==> config.mk <==
export PLATFORM = sky130hd
export DESIGN_NAME = rvic_top
export DESIGN_NICKNAME = d
export VERILOG_FILES = /design/src/source/rvic_irq_pkg.sv /design/src/source/rvic_reg_pkg.sv /design/src/source/rvic_reg_if.sv /design/src/source/rvic_irq_if.sv /design/src/source/rvic_regs.sv /design/src/source/rvic_gateway.sv /design/src/source/rvic_arbiter.sv /design/src/source/rvic_core.sv /design/src/source/rvic_top.sv
export SDC_FILE = /design/constraint.sdc
export NUM_CORES = 2
export LEC_CHECK = 0
export ABC_AREA = 1
export BUFFER_PORTS_ARGS = -buffer_cell sky130_fd_sc_hd__buf_2
export CORE_ASPECT_RATIO = 0.75
export CORE_MARGIN = 3
export CORE_UTILIZATION = 65
export CTS_CLUSTER_DIAMETER = 60
export DETAILED_ROUTE_END_ITERATION = 6
export PLACE_DENSITY = 0.81
export SYNTH_ARGS = -nofsm -noshare
export SYNTH_HDL_FRONTEND = slang
export SYNTH_SLANG_ARGS = --single-unit
==> constraint.sdc <==
create_clock -name clk_i -period 19.6 [get_ports clk_i]
set_input_delay 3.92 -clock clk_i [delete_from_list [all_inputs] [get_ports clk_i]]
set_output_delay 3.92 -clock clk_i [all_outputs]
set_load 0.05 [all_outputs]
==> src/source/rvic_irq_pkg.sv <==
// ~~~~~~~~~~~~~~~~~~~~~~~~~~~~~~~~~~~~~~~~~~~~~~~~~
// interrupt-side constants and types for the rvic
// interrupt controller, shared by the gateway, the
// arbiter and the register block
// refer to members as rvic_irq_pkg::name
// ~~~~~~~~~~~~~~~~~~~~~~~~~~~~~~~~~~~~~~~~~~~~~~~~~

package rvic_irq_pkg;

    // number of interrupt source lines
    localparam int NUM_SRC = 32;

    // a source identity is wide enough for NUM_SRC with room to spare
    localparam int ID_W = 8;

    // each source gets one full byte of priority
    localparam int PRIO_W = 8;

    // one bit per source, bit i belongs to source i
    typedef logic [NUM_SRC-1:0] src_vec_t;

    // identity of a source as reported on irq_id_o
    typedef logic [ID_W-1:0] irq_id_t;

    // priority of one source, zero means the source can never win
    typedef logic [PRIO_W-1:0] prio_t;

    // all priorities, element i belongs to source i
    typedef prio_t [NUM_SRC-1:0] prio_arr_t;

endpackage

==> src/source/rvic_reg_pkg.sv <==
// ~~~~~~~~~~~~~~~~~~~~~~~~~~~~~~~~~~~~~~~~~~~~~~~~~
// register map and bus types of the rvic register
// interface, used by the top level and the register
// block, refer to members as rvic_reg_pkg::name
// ~~~~~~~~~~~~~~~~~~~~~~~~~~~~~~~~~~~~~~~~~~~~~~~~~

package rvic_reg_pkg;

    // one data word on the register bus
    typedef logic [31:0] reg_word_t;

    // one enable bit per byte lane of a data word
    typedef logic [3:0] reg_be_t;

    // local offset once the base address has been removed
    typedef logic [15:0] reg_addr_t;

    // per-source enable word
    localparam reg_addr_t ADDR_ENABLE = 16'h0000;

    // pending word, a write of 1 clears the bit
    localparam reg_addr_t ADDR_PENDING = 16'h0004;

    // first priority word, the rest follow every 4 bytes up to 0x24
    localparam reg_addr_t ADDR_PRIO_BASE = 16'h0008;

    // four priorities per word gives eight words for 32 sources
    localparam int NUM_PRIO_REGS = 8;

endpackage

==> src/source/rvic_reg_if.sv <==
// ~~~~~~~~~~~~~~~~~~~~~~~~~~~~~~~~~~~~~~~~~~~~~~~~~
// internal register access bus between the top level
// and the register block
// strobes last one cycle, read data is combinational
// ~~~~~~~~~~~~~~~~~~~~~~~~~~~~~~~~~~~~~~~~~~~~~~~~~

`timescale 1ns/10ps

interface rvic_reg_if;

    logic                   re;
    logic                   we;
    rvic_reg_pkg::reg_addr_t addr;
    rvic_reg_pkg::reg_word_t wdata;
    rvic_reg_pkg::reg_be_t   be;
    rvic_reg_pkg::reg_word_t rdata;

    // the top level issues requests and samples the read word
    modport master (output re, we, addr, wdata, be, input rdata);

    // the register block decodes requests and returns the read word
    modport slave (input re, we, addr, wdata, be, output rdata);

endinterface

==> src/source/rvic_irq_if.sv <==
// ~~~~~~~~~~~~~~~~~~~~~~~~~~~~~~~~~~~~~~~~~~~~~~~~~
// interrupt state shared by the register block, the
// edge gateway and the arbiter inside rvic_core
// ~~~~~~~~~~~~~~~~~~~~~~~~~~~~~~~~~~~~~~~~~~~~~~~~~

`timescale 1ns/10ps

interface rvic_irq_if;

    rvic_irq_pkg::src_vec_t  enable;
    rvic_irq_pkg::src_vec_t  pending;
    rvic_irq_pkg::prio_arr_t prio;
    // bits to clear in the pending word, only valid with clr_strobe
    rvic_irq_pkg::src_vec_t  clr_mask;
    logic                    clr_strobe;

    // register block owns enable, priorities and the clear request
    modport regs (output enable, prio, clr_mask, clr_strobe, input pending);

    // gateway owns the pending word
    modport gateway (input clr_mask, clr_strobe, output pending);

    // arbiter only looks at the state
    modport arbiter (input enable, pending, prio);

endinterface

==> src/source/rvic_regs.sv <==
// ~~~~~~~~~~~~~~~~~~~~~~~~~~~~~~~~~~~~~~~~~~~~~~~~~
// register block of the rvic: offset decode, enable
// and priority storage with byte enables, the
// write-1-to-clear request for pending bits and the
// combinational read mux
// ~~~~~~~~~~~~~~~~~~~~~~~~~~~~~~~~~~~~~~~~~~~~~~~~~

`timescale 1ns/10ps

module rvic_regs (
    input  logic        clk_i,
    input  logic        reset_i,
    rvic_reg_if.slave   reg_bus,
    rvic_irq_if.regs    irq_bus
);

    localparam int PRIO_IDX_W = $clog2(rvic_reg_pkg::NUM_PRIO_REGS);

    rvic_irq_pkg::src_vec_t  enable_q;
    rvic_irq_pkg::prio_arr_t prio_q;
    rvic_reg_pkg::reg_word_t be_mask;
    rvic_reg_pkg::reg_addr_t prio_off;
    logic [PRIO_IDX_W-1:0]   prio_idx;
    logic                    hit_enable;
    logic                    hit_pending;
    logic                    hit_prio;

    // each byte enable widens to a full byte of mask
    always_comb begin
        for (int b = 0; b < 4; b++) begin
            be_mask[8*b +: 8] = {8{reg_bus.be[b]}};
        end
    end

    assign hit_enable  = (reg_bus.addr == rvic_reg_pkg::ADDR_ENABLE);
    assign hit_pending = (reg_bus.addr == rvic_reg_pkg::ADDR_PENDING);

    // priority words sit word aligned from the base up to 0x24
    assign prio_off = reg_bus.addr - rvic_reg_pkg::ADDR_PRIO_BASE;
    assign prio_idx = prio_off[PRIO_IDX_W+1:2];
    assign hit_prio = (reg_bus.addr >= rvic_reg_pkg::ADDR_PRIO_BASE) &&
                      (prio_off < rvic_reg_pkg::reg_addr_t'(4 * rvic_reg_pkg::NUM_PRIO_REGS)) &&
                      (reg_bus.addr[1:0] == 2'b00);

    always_ff @(posedge clk_i) begin
        if (reset_i) begin
            enable_q <= '0;
            prio_q   <= '0;
        end else if (reg_bus.we) begin
            if (hit_enable) begin
                enable_q <= (enable_q & ~be_mask) | (reg_bus.wdata & be_mask);
            end
            // byte b of priority word i is the priority of source 4*i+b
            if (hit_prio) begin
                for (int b = 0; b < 4; b++) begin
                    if (reg_bus.be[b]) begin
                        prio_q[4*prio_idx + b] <= reg_bus.wdata[8*b +: 8];
                    end
                end
            end
        end
    end

    // the gateway applies the clear in the same edge as the write
    assign irq_bus.clr_strobe = reg_bus.we & hit_pending;
    assign irq_bus.clr_mask   = reg_bus.wdata & be_mask;

    assign irq_bus.enable = enable_q;
    assign irq_bus.prio   = prio_q;

    // unmapped offsets read as zero
    always_comb begin
        reg_bus.rdata = '0;
        if (hit_enable) begin
            reg_bus.rdata = enable_q;
        end else if (hit_pending) begin
            reg_bus.rdata = irq_bus.pending;
        end else if (hit_prio) begin
            reg_bus.rdata = prio_q[4*prio_idx +: 4];
        end
    end

endmodule

==> src/source/rvic_gateway.sv <==
// ~~~~~~~~~~~~~~~~~~~~~~~~~~~~~~~~~~~~~~~~~~~~~~~~~
// edge gateway of the rvic: samples the source lines,
// detects rising edges and keeps the pending word
// a new edge beats a software clear of the same bit
// ~~~~~~~~~~~~~~~~~~~~~~~~~~~~~~~~~~~~~~~~~~~~~~~~~

`timescale 1ns/10ps

module rvic_gateway (
    input  logic                   clk_i,
    input  logic                   reset_i,
    input  rvic_irq_pkg::src_vec_t src_i,
    rvic_irq_if.gateway            irq_bus
);

    rvic_irq_pkg::src_vec_t src_q;
    rvic_irq_pkg::src_vec_t src_prev;
    rvic_irq_pkg::src_vec_t rise;
    rvic_irq_pkg::src_vec_t clr;
    rvic_irq_pkg::src_vec_t pending_q;

    // src_q is the sample, src_prev the sample one edge older
    assign rise = src_q & ~src_prev;

    // the clear mask only counts in the cycle of a pending write
    assign clr = irq_bus.clr_strobe ? irq_bus.clr_mask : '0;

    always_ff @(posedge clk_i) begin
        if (reset_i) begin
            src_q     <= '0;
            src_prev  <= '0;
            pending_q <= '0;
        end else begin
            src_q     <= src_i;
            src_prev  <= src_q;
            // or-ing the edge in last lets the set win over the clear
            pending_q <= (pending_q & ~clr) | rise;
        end
    end

    assign irq_bus.pending = pending_q;

endmodule

==> src/source/rvic_arbiter.sv <==
// ~~~~~~~~~~~~~~~~~~~~~~~~~~~~~~~~~~~~~~~~~~~~~~~~~
// priority arbiter of the rvic: picks the enabled,
// pending source with the highest nonzero priority,
// lower index on a tie, and registers the request
// flag and the winning identity
// ~~~~~~~~~~~~~~~~~~~~~~~~~~~~~~~~~~~~~~~~~~~~~~~~~

`timescale 1ns/10ps

module rvic_arbiter (
    input  logic                  clk_i,
    input  logic                  reset_i,
    rvic_irq_if.arbiter           irq_bus,
    output logic                  irq_o,
    output rvic_irq_pkg::irq_id_t irq_id_o
);

    localparam int NODES = 2 * rvic_irq_pkg::NUM_SRC;

    // heap layout, node n has children 2n and 2n+1, leaves start at NUM_SRC
    rvic_irq_pkg::prio_t   node_prio [1:NODES-1];
    rvic_irq_pkg::irq_id_t node_id   [1:NODES-1];
    logic                  win_vld;

    always_comb begin
        // an ineligible source enters the tree with priority zero
        for (int i = 0; i < rvic_irq_pkg::NUM_SRC; i++) begin
            node_id[rvic_irq_pkg::NUM_SRC + i] = rvic_irq_pkg::irq_id_t'(i);
            if (irq_bus.enable[i] && irq_bus.pending[i]) begin
                node_prio[rvic_irq_pkg::NUM_SRC + i] = irq_bus.prio[i];
            end else begin
                node_prio[rvic_irq_pkg::NUM_SRC + i] = '0;
            end
        end
        // the right child only wins when strictly higher, so ties go left
        for (int n = rvic_irq_pkg::NUM_SRC - 1; n >= 1; n--) begin
            if (node_prio[2*n+1] > node_prio[2*n]) begin
                node_prio[n] = node_prio[2*n+1];
                node_id[n]   = node_id[2*n+1];
            end else begin
                node_prio[n] = node_prio[2*n];
                node_id[n]   = node_id[2*n];
            end
        end
    end

    // a zero root priority means nothing is eligible
    assign win_vld = (node_prio[1] != '0);

    always_ff @(posedge clk_i) begin
        if (reset_i) begin
            irq_o    <= 1'b0;
            irq_id_o <= '0;
        end else begin
            irq_o    <= win_vld;
            irq_id_o <= win_vld ? node_id[1] : '0;
        end
    end

endmodule

==> src/source/rvic_core.sv <==
// ~~~~~~~~~~~~~~~~~~~~~~~~~~~~~~~~~~~~~~~~~~~~~~~~~
// core of the rvic: the register block, the edge
// gateway and the arbiter joined by the interrupt
// state interface
// ~~~~~~~~~~~~~~~~~~~~~~~~~~~~~~~~~~~~~~~~~~~~~~~~~

`timescale 1ns/10ps

module rvic_core (
    input  logic                   clk_i,
    input  logic                   reset_i,
    input  rvic_irq_pkg::src_vec_t src_i,
    output logic                   irq_o,
    output rvic_irq_pkg::irq_id_t  irq_id_o,
    rvic_reg_if.slave              reg_bus
);

    rvic_irq_if irq_bus ();

    rvic_regs u_regs (
        .clk_i   (clk_i),
        .reset_i (reset_i),
        .reg_bus (reg_bus),
        .irq_bus (irq_bus.regs)
    );

    rvic_gateway u_gateway (
        .clk_i   (clk_i),
        .reset_i (reset_i),
        .src_i   (src_i),
        .irq_bus (irq_bus.gateway)
    );

    rvic_arbiter u_arbiter (
        .clk_i    (clk_i),
        .reset_i  (reset_i),
        .irq_bus  (irq_bus.arbiter),
        .irq_o    (irq_o),
        .irq_id_o (irq_id_o)
    );

endmodule

==> src/source/rvic_top.sv <==
// ~~~~~~~~~~~~~~~~~~~~~~~~~~~~~~~~~~~~~~~~~~~~~~~~~
// top level of the rvic interrupt controller with an
// OBI style register bus: a one-cycle request, no
// acknowledge, read data on data_o one cycle later
// ~~~~~~~~~~~~~~~~~~~~~~~~~~~~~~~~~~~~~~~~~~~~~~~~~

`timescale 1ns/10ps

module rvic_top (
    input  logic                    clk_i,
    input  logic                    reset_i,
    input  rvic_irq_pkg::src_vec_t  src_i,
    output logic                    irq_o,
    output rvic_irq_pkg::irq_id_t   irq_id_o,
    input  logic                    req_i,
    input  logic                    we_i,
    input  rvic_reg_pkg::reg_be_t   be_i,
    input  logic [31:0]             addr_i,
    input  rvic_reg_pkg::reg_word_t data_i,
    output rvic_reg_pkg::reg_word_t data_o
);

    rvic_reg_if reg_bus ();

    // a request is either a read or a write for exactly one cycle
    assign reg_bus.re    = req_i & ~we_i;
    assign reg_bus.we    = req_i & we_i;
    // the base address is decoded outside, only the offset matters here
    assign reg_bus.addr  = addr_i[15:0];
    assign reg_bus.wdata = data_i;
    assign reg_bus.be    = be_i;

    rvic_core u_core (
        .clk_i    (clk_i),
        .reset_i  (reset_i),
        .src_i    (src_i),
        .irq_o    (irq_o),
        .irq_id_o (irq_id_o),
        .reg_bus  (reg_bus.slave)
    );

    // data_o keeps the last read word until the next read request
    always_ff @(posedge clk_i) begin
        if (reset_i) begin
            data_o <= '0;
        end else if (reg_bus.re) begin
            data_o <= reg_bus.rdata;
        end
    end

endmodule

== Word level (Yosys, flattened, before mapping) ==
Index checks and enable logic that the tools add are counted.
Cells by class
  shift operators: 8
  equality and inequality tests: 1
  reduce and logical (&&, ||, !) cells: 44
  $lt $le $gt $ge: 41
  bitwise logic cells: 14
  add/subtract/negate cells: 4
  multiplexer cells: 123
Operators with widths (count)
  256-bit two-way mux: 13
  256-bit bitwise mux: 4
  8-bit two-way mux: 82
  32-bit by 6-bit variable part select with 4-bit output: 8
  8-bit greater-than comparator: 31
  32-bit AND: 4
  32-bit two-way mux: 4
  8-bit demux with 5-bit select: 3
  32-bit NOT: 3
  32-bit bitwise OR: 2
  1-bit logical AND: 38
  8-bit demux with 3-bit select: 1
  6-bit by 1-bit greater-or-equal comparator with 1-bit output (second input constant): 3
  6-bit less-than comparator (second input constant): 3
  16-bit by 3-bit equality test with 1-bit output (second input constant): 1
  16-bit by 4-bit greater-or-equal comparator with 1-bit output (second input constant): 1
  16-bit zero test: 1
  16-bit by 6-bit less-than comparator with 1-bit output (second input constant): 1
  1-bit two-way mux: 16
  16-bit by 4-bit subtractor with 16-bit output (second input constant): 1
  5-bit by 2-bit adder with 6-bit output (second input constant): 2
  8-bit nonzero test: 1
  5-bit by 1-bit adder with 6-bit output (second input constant): 1
  5-bit by 6-bit less-than comparator with 1-bit output (second input constant): 1
  6 further kinds: 10
Storage, ports and cells
  flip-flop bits (word level): 425
  output and inout bits: 41
  bits of input ports: 104
  word-level logic and storage cells: 274

== Depth between registers and ports, before layout ==
  word-level depth: 22
  mapped depth: 65
  depth with buffers taken out: 62

== Modules after synthesis ==
A second synthesis with hierarchy kept.
Second synthesis, totals
  cell total of the unflattened synthesis: 4979
  area, all modules: 29986.3 µm²
By module, submodules not included
  rvic_regs: seq. area each 5765.5 µm², instances 1, area each 14983.1 µm², cells an instance 2406
  rvic_arbiter: seq. area each 120.1 µm², instances 1, area each 10341.2 µm², cells an instance 1961
  rvic_gateway: seq. area each 1921.8 µm², instances 1, area each 3268.1 µm², cells an instance 401
  rvic_top: seq. area each 640.6 µm², instances 1, area each 1393.8 µm², cells an instance 211

== Worst setup path after synthesis ==
OpenSTA, ideal clock, no wires.
  path kind: reg2reg
  start point: reg u_core.u_gateway.pending_q[18] (netlist: u_core.u_gateway.irq_bus.pending[18])
  end point: reg u_core.u_arbiter.irq_id_o[4]
  library setup time: 0.140 ns
  period minus slack after synthesis: 7.661 ns
  cell stages (with the launch flop): 51
  required time: 19.460 ns
  path buffers: 3
  path slack: 11.939 ns
  arrival: 7.521 ns
  cell sequence: dfxtp_1 -> nand2_1 -> inv_1 -> nand2_1 -> ha_1 -> nand2_1 -> a21oi_1 -> nand2_1 -> nand2_1 -> nand2_1 -> o211ai_1 -> nand2_1 -> inv_1 -> clkbuf_1 -> o21ai_0 -> ha_1 -> a21oi_1 -> nor2_1 -> [15 not listed] -> and2_1 -> ha_1 -> nand2_1 -> nor2_1 -> nand2_1 -> o31ai_1 -> clkbuf_1 -> nand3_1 -> nand2_1 -> inv_1 -> ha_1 -> nand4_1 -> o31ai_1 -> inv_1 -> nor2_2 -> nand3_2 -> nand2_4 -> nor2_2
On the way
  cells in the longest elaborated chain, start to end: 15
  elaborated cells between the ends (all ways): 18
  classes of those cells: order compare: 5; mux: 9; bitwise: 1; reduce/logical: 3
Ends and longest elaborated chain
  from (decl): line rvic_gateway.sv:20  | rvic_irq_pkg::src_vec_t pending_q;
  from (signal assigned): line rvic_gateway.sv:37  | pending_q <= (pending_q & ~clr) | rise;
  1-bit logical AND *: line rvic_arbiter.sv:29  | if (irq_bus.enable[i] && irq_bus.pending[i]) begin
  8-bit two-way mux *: line rvic_arbiter.sv:29
  8-bit greater-than comparator: line rvic_arbiter.sv:37  | if (node_prio[2*n+1] > node_prio[2*n]) begin
  8-bit two-way mux *: line rvic_arbiter.sv:37
  8-bit greater-than comparator: line rvic_arbiter.sv:37
  8-bit two-way mux *: line rvic_arbiter.sv:37
  8-bit greater-than comparator: line rvic_arbiter.sv:37
  8-bit two-way mux: line rvic_arbiter.sv:37
  8-bit greater-than comparator: line rvic_arbiter.sv:37
  8-bit two-way mux: line rvic_arbiter.sv:37
  8-bit greater-than comparator: line rvic_arbiter.sv:37
  8-bit two-way mux: line rvic_arbiter.sv:37
  8-bit nonzero test: line rvic_arbiter.sv:48  | assign win_vld = (node_prio[1] != '0);
  1-bit NOT (no source line)
  2-bit OR reduction (no source line)
  to (signal assigned): line rvic_arbiter.sv:56  | irq_id_o <= win_vld ? node_id[1] : '0;
  to (decl): line rvic_arbiter.sv:15  | output rvic_irq_pkg::irq_id_t irq_id_o
Mark *: on every way between the ends. The rest lies on a longest branch, timed or not.
A chain may end at the register's enable or synchronous reset.

== Worst setup path after layout ==
  start point: reg u_core.u_gateway.pending_q[14] (netlist: u_core.u_gateway.irq_bus.pending[14])
  end point: reg u_core.u_arbiter.irq_id_o[1]
On the way
  cells in the longest elaborated chain, start to end: 15
  elaborated cells between the ends (all ways): 19
  classes of those cells: order compare: 5; mux: 10; bitwise: 1; reduce/logical: 3
Ends and longest elaborated chain (line)
  1-bit logical AND *: rvic_arbiter.sv:29
  8-bit two-way mux *: rvic_arbiter.sv:29
  8-bit greater-than comparator: rvic_arbiter.sv:37
  8-bit two-way mux *: rvic_arbiter.sv:37
  8-bit greater-than comparator: rvic_arbiter.sv:37
  8-bit two-way mux: rvic_arbiter.sv:37
  8-bit greater-than comparator: rvic_arbiter.sv:37
  8-bit two-way mux: rvic_arbiter.sv:37
  8-bit greater-than comparator: rvic_arbiter.sv:37
  8-bit two-way mux: rvic_arbiter.sv:37
  8-bit greater-than comparator: rvic_arbiter.sv:37
  8-bit two-way mux: rvic_arbiter.sv:37
  8-bit nonzero test: rvic_arbiter.sv:48
  1-bit NOT (no source line)
  2-bit OR reduction (no source line)
Marks and branches as above.

==> run_results.csv <==
group,metric,value,unit
synthesis,synth_edf_count,0,
clock_network,cts_resized,0,
grt,grt_pass1_wl,143500,um
die,die_width,239.1,um
hold_path,hold_end,"u_core.u_gateway.src_prev[14]",
synthesis,synthArstFlopShare,0,%
sta,finalHoldViolCount,0,
finish,final_area,28800,sq um
hold_path,worstHoldStart,"u_core.u_gateway.src_q[14]",
grt,grt_overflow,0,
synthesis,ys_types,58,
synthesis,seq_area_frac_synth,31.88,%
die,core,39890,sq um
placement,dpl.hpwl,73470,um
clock_network,insertion_delay,580,ps
sta,setup_violations,0,
sta,slew_headroom,18.23,%
synthesis,synth_warnings,0,
worst_setup_path,worstReg2RegStart,"u_core.u_gateway.irq_bus.pending[14]",
detailed_routing,num_vias,28214,
power_and_ir_drop,power.density,65.32,nW/um^2
sta,final_max_slew_viol_count,0,
worst_setup_path,r2r_cells,46,
synthesis,netlist_area,26500,sq um
detailed_routing,drt-vias-per-instance,6.186,
clock_network,post_cts.repair.setup_buffers,0,
power_and_ir_drop,leakage,13.39,nW
flow_run,maxCapViolations,0,
clock_network,numCtsBuffers,42,
placement,portBuffers,125,
clock_network,path_clk_slew,60,ps
worst_setup_path,cp_max_fo,17,
power_and_ir_drop,ir_worst_vdd,73.82,uV
worst_setup_path,end_kind,"flop",
worst_setup_path,critPathMaxStageDelay,940,ps
grt,grt_usage,42.99,%
worst_setup_path,worstSetupPathType,"reg -> reg",
worst_setup_path,required,20110,ps
grt,grt_pass1_vias,24523,
detailed_routing,firstDrtPassIters,7,
grt,grt_max_degree,102,
worst_setup_path,cpMostUsedCell,"nor2_1",
sta,setup_tns,0,ps
worst_setup_path,start_kind,"flop",
sta,max_freq,103.5,MHz
detailed_routing,drt-total-wl,96060,um
sta,period_needed,9666,ps
hold_path,hold_depth,2,
detailed_routing,wl_per_cell,21.06,um
sta,worst_pin_slew,1218,ps
synthesis,synth_top_area_share,31.88,%
die,io_pins,145,
outcome,failed_checks,"design-rule violations",
hold_path,worstHoldPathType,"reg -> reg",
placement,globalplace.congestion,1.057,
clock_network,cts.sinks,422,
worst_setup_path,crit_slowest_cell,"o21ai_1",
detailed_routing,drc,3,
synthesis,syn_inst,3988,
detailed_routing,drtAntennaViolNets,0,
synthesis,synth_area_leaders,"dfxtp_1 (32%), nand2_1 (12%), a21oi_1 (10%), ha_1 (10%), o21ai_0 (8.7%)",
worst_setup_path,cp.arrival,10180,ps
grt,antenna_found_initial,5,
finish,fill_cells,3453,
synthesis,synth.avg_cell_area,6.644,sq um
worst_setup_path,reg2reg_slack,9930,ps
finish,layout-drive-gt1-share,8.133,%
clock_network,clock-root-buffer,"clkbuf_16",
clock_network,cts_buffer_depth,3,
detailed_routing,drtIter0Drc,4319,
finish,post-route-util,72.21,%
die,start_util,66.43,%
sta,layout_worst_path_cycle_share,49.31,%
clock_network,cts_tree,"yes",
sta,fin_worst_skew,24.47,ps
finish,synthToLayoutAreaGrowth,8.688,%
die,row_count,63,
placement,dpl-instance-area,27250,sq um
clock_network,ctsHoldBuffers,0,
die,die-area,43250,sq um
worst_setup_path,reg2reg_to,"u_core.u_arbiter.irq_id_o[1]",
sta,rsz0062_at_grt,"no",
finish,final_cell_mix,"nand2_1 (838), a21oi_1 (548), o21ai_0 (461), dfxtp_1 (422), nor2_1 (419)",
synthesis,synth_ff_type,"dfxtp_1",
die,die_h,180.9,um
outcome,status,"complete, but fails checks",
finish,final_common_cell,"nand2_1",
synthesis,ys_ff_latch,422,
clock_network,cts_htree_levels,2,
finish,nets,4318,
synthesis,yosys.area.top_type,"dfxtp_1",
## power by group
part           switching [mW]  internal [mW]  total, mW
logic                  0.0856         0.0292      0.115
registers             0.00649          0.868      0.874
clock network           0.374          0.518      0.892
## metrics by stage
stage | instances | worst slack [ps] | power, mW | hold slack [ps]
floorplan | 3990 | 11940 | 0.9570 | 410.7
finish | 4561 | 9934 | 1.881 | 426.3
global route | 4556 | 9040 | 1.914 | 452.9
CTS | 4553 | 10170 | 1.866 | 434.4
detailed placement | 4477 | 10230 | 1.001 | 421.1
global placement | 4477 | 10310 | 1.001 | 417.4
## synth_stat cells, types with 38 or more instances
cell type,n
nand2_1,838
o221ai_1,45
inv_1,334
a211oi_1,50
clkinv_1,41
dfxtp_1,422
nor2_1,422
a21oi_1,548
clkbuf_1,166
nand3_1,159
ha_1,213
o21ai_0,461
nand2_2,38
## logic make-up after synthesis
kind of cell,share of synthesized area [%]
simple gates,24.42
other cells,0.01415
mux,0.03778
fa+ha+maj,10.06
compound gates,25.19
xor+xnor,0.09918
flops,31.88
buf+inv,8.301
## metal layers
layer  track usage, %  routed length (um)  up-vias
li1                 -                   -    13480
met1            60.09               39170    12590
met2            56.27               35190     1866
met3            21.97               17290      272
met4            14.16                4153        6
met5            2.245                 248        -
## state kept, by name (all words and copies together), names as in the netlist, named ones only
| signal | count |
|---|---|
| u_core.u_gateway.src_q | 32 |
| u_core.u_arbiter.irq_id_o | 5 |
| u_core.u_gateway.irq_bus.pending | 32 |
| u_core.u_regs.irq_bus.prio | 256 |
| u_core.u_gateway.src_prev | 32 |
| data_o | 32 |
| u_core.u_arbiter.irq_o | 1 |
## worst max path at each step
stage	cells past startpoint	endpoint	startpoint
final	46	u_core.u_arbiter.irq_id_o[1]	u_core.u_gateway.irq_bus.pending[14]
after global routing	46	u_core.u_arbiter.irq_id_o[1]	u_core.u_gateway.irq_bus.pending[14]
after CTS	46	u_core.u_arbiter.irq_id_o[1]	u_core.u_gateway.irq_bus.pending[14]
after detailed placement	46	u_core.u_arbiter.irq_id_o[1]	u_core.u_gateway.irq_bus.pending[14]
after global placement	46	u_core.u_arbiter.irq_id_o[1]	u_core.u_gateway.irq_bus.pending[14]
after floorplan	50	u_core.u_arbiter.irq_id_o[4]	u_core.u_gateway.irq_bus.pending[18]
## critical path: cells and delay by family (launching register included)
family          cells  cell delay, ps
flops               1             360
simple gates       17            1670
compound gates     17            4800
buf+inv             7            1210
fa+ha+maj           5            1540
## area by class of cell
class | instances | area, sq um | share of cell area, %
flip-flops and latches | 422 | 8448 | 29.33
clock inverters | 22 | 334.1 | 1.160
repair buffers | 146 | 785.8 | 2.728
diodes | 8 | 20.02 | 0.06951
inverters | 397 | 1493 | 5.183
well taps | 520 | 650.6 | 2.259
clock buffers | 54 | 1197 | 4.158
multi-input cells | 2992 | 15870 | 55.11
Note: power is estimated with default switching activity, not from simulation.
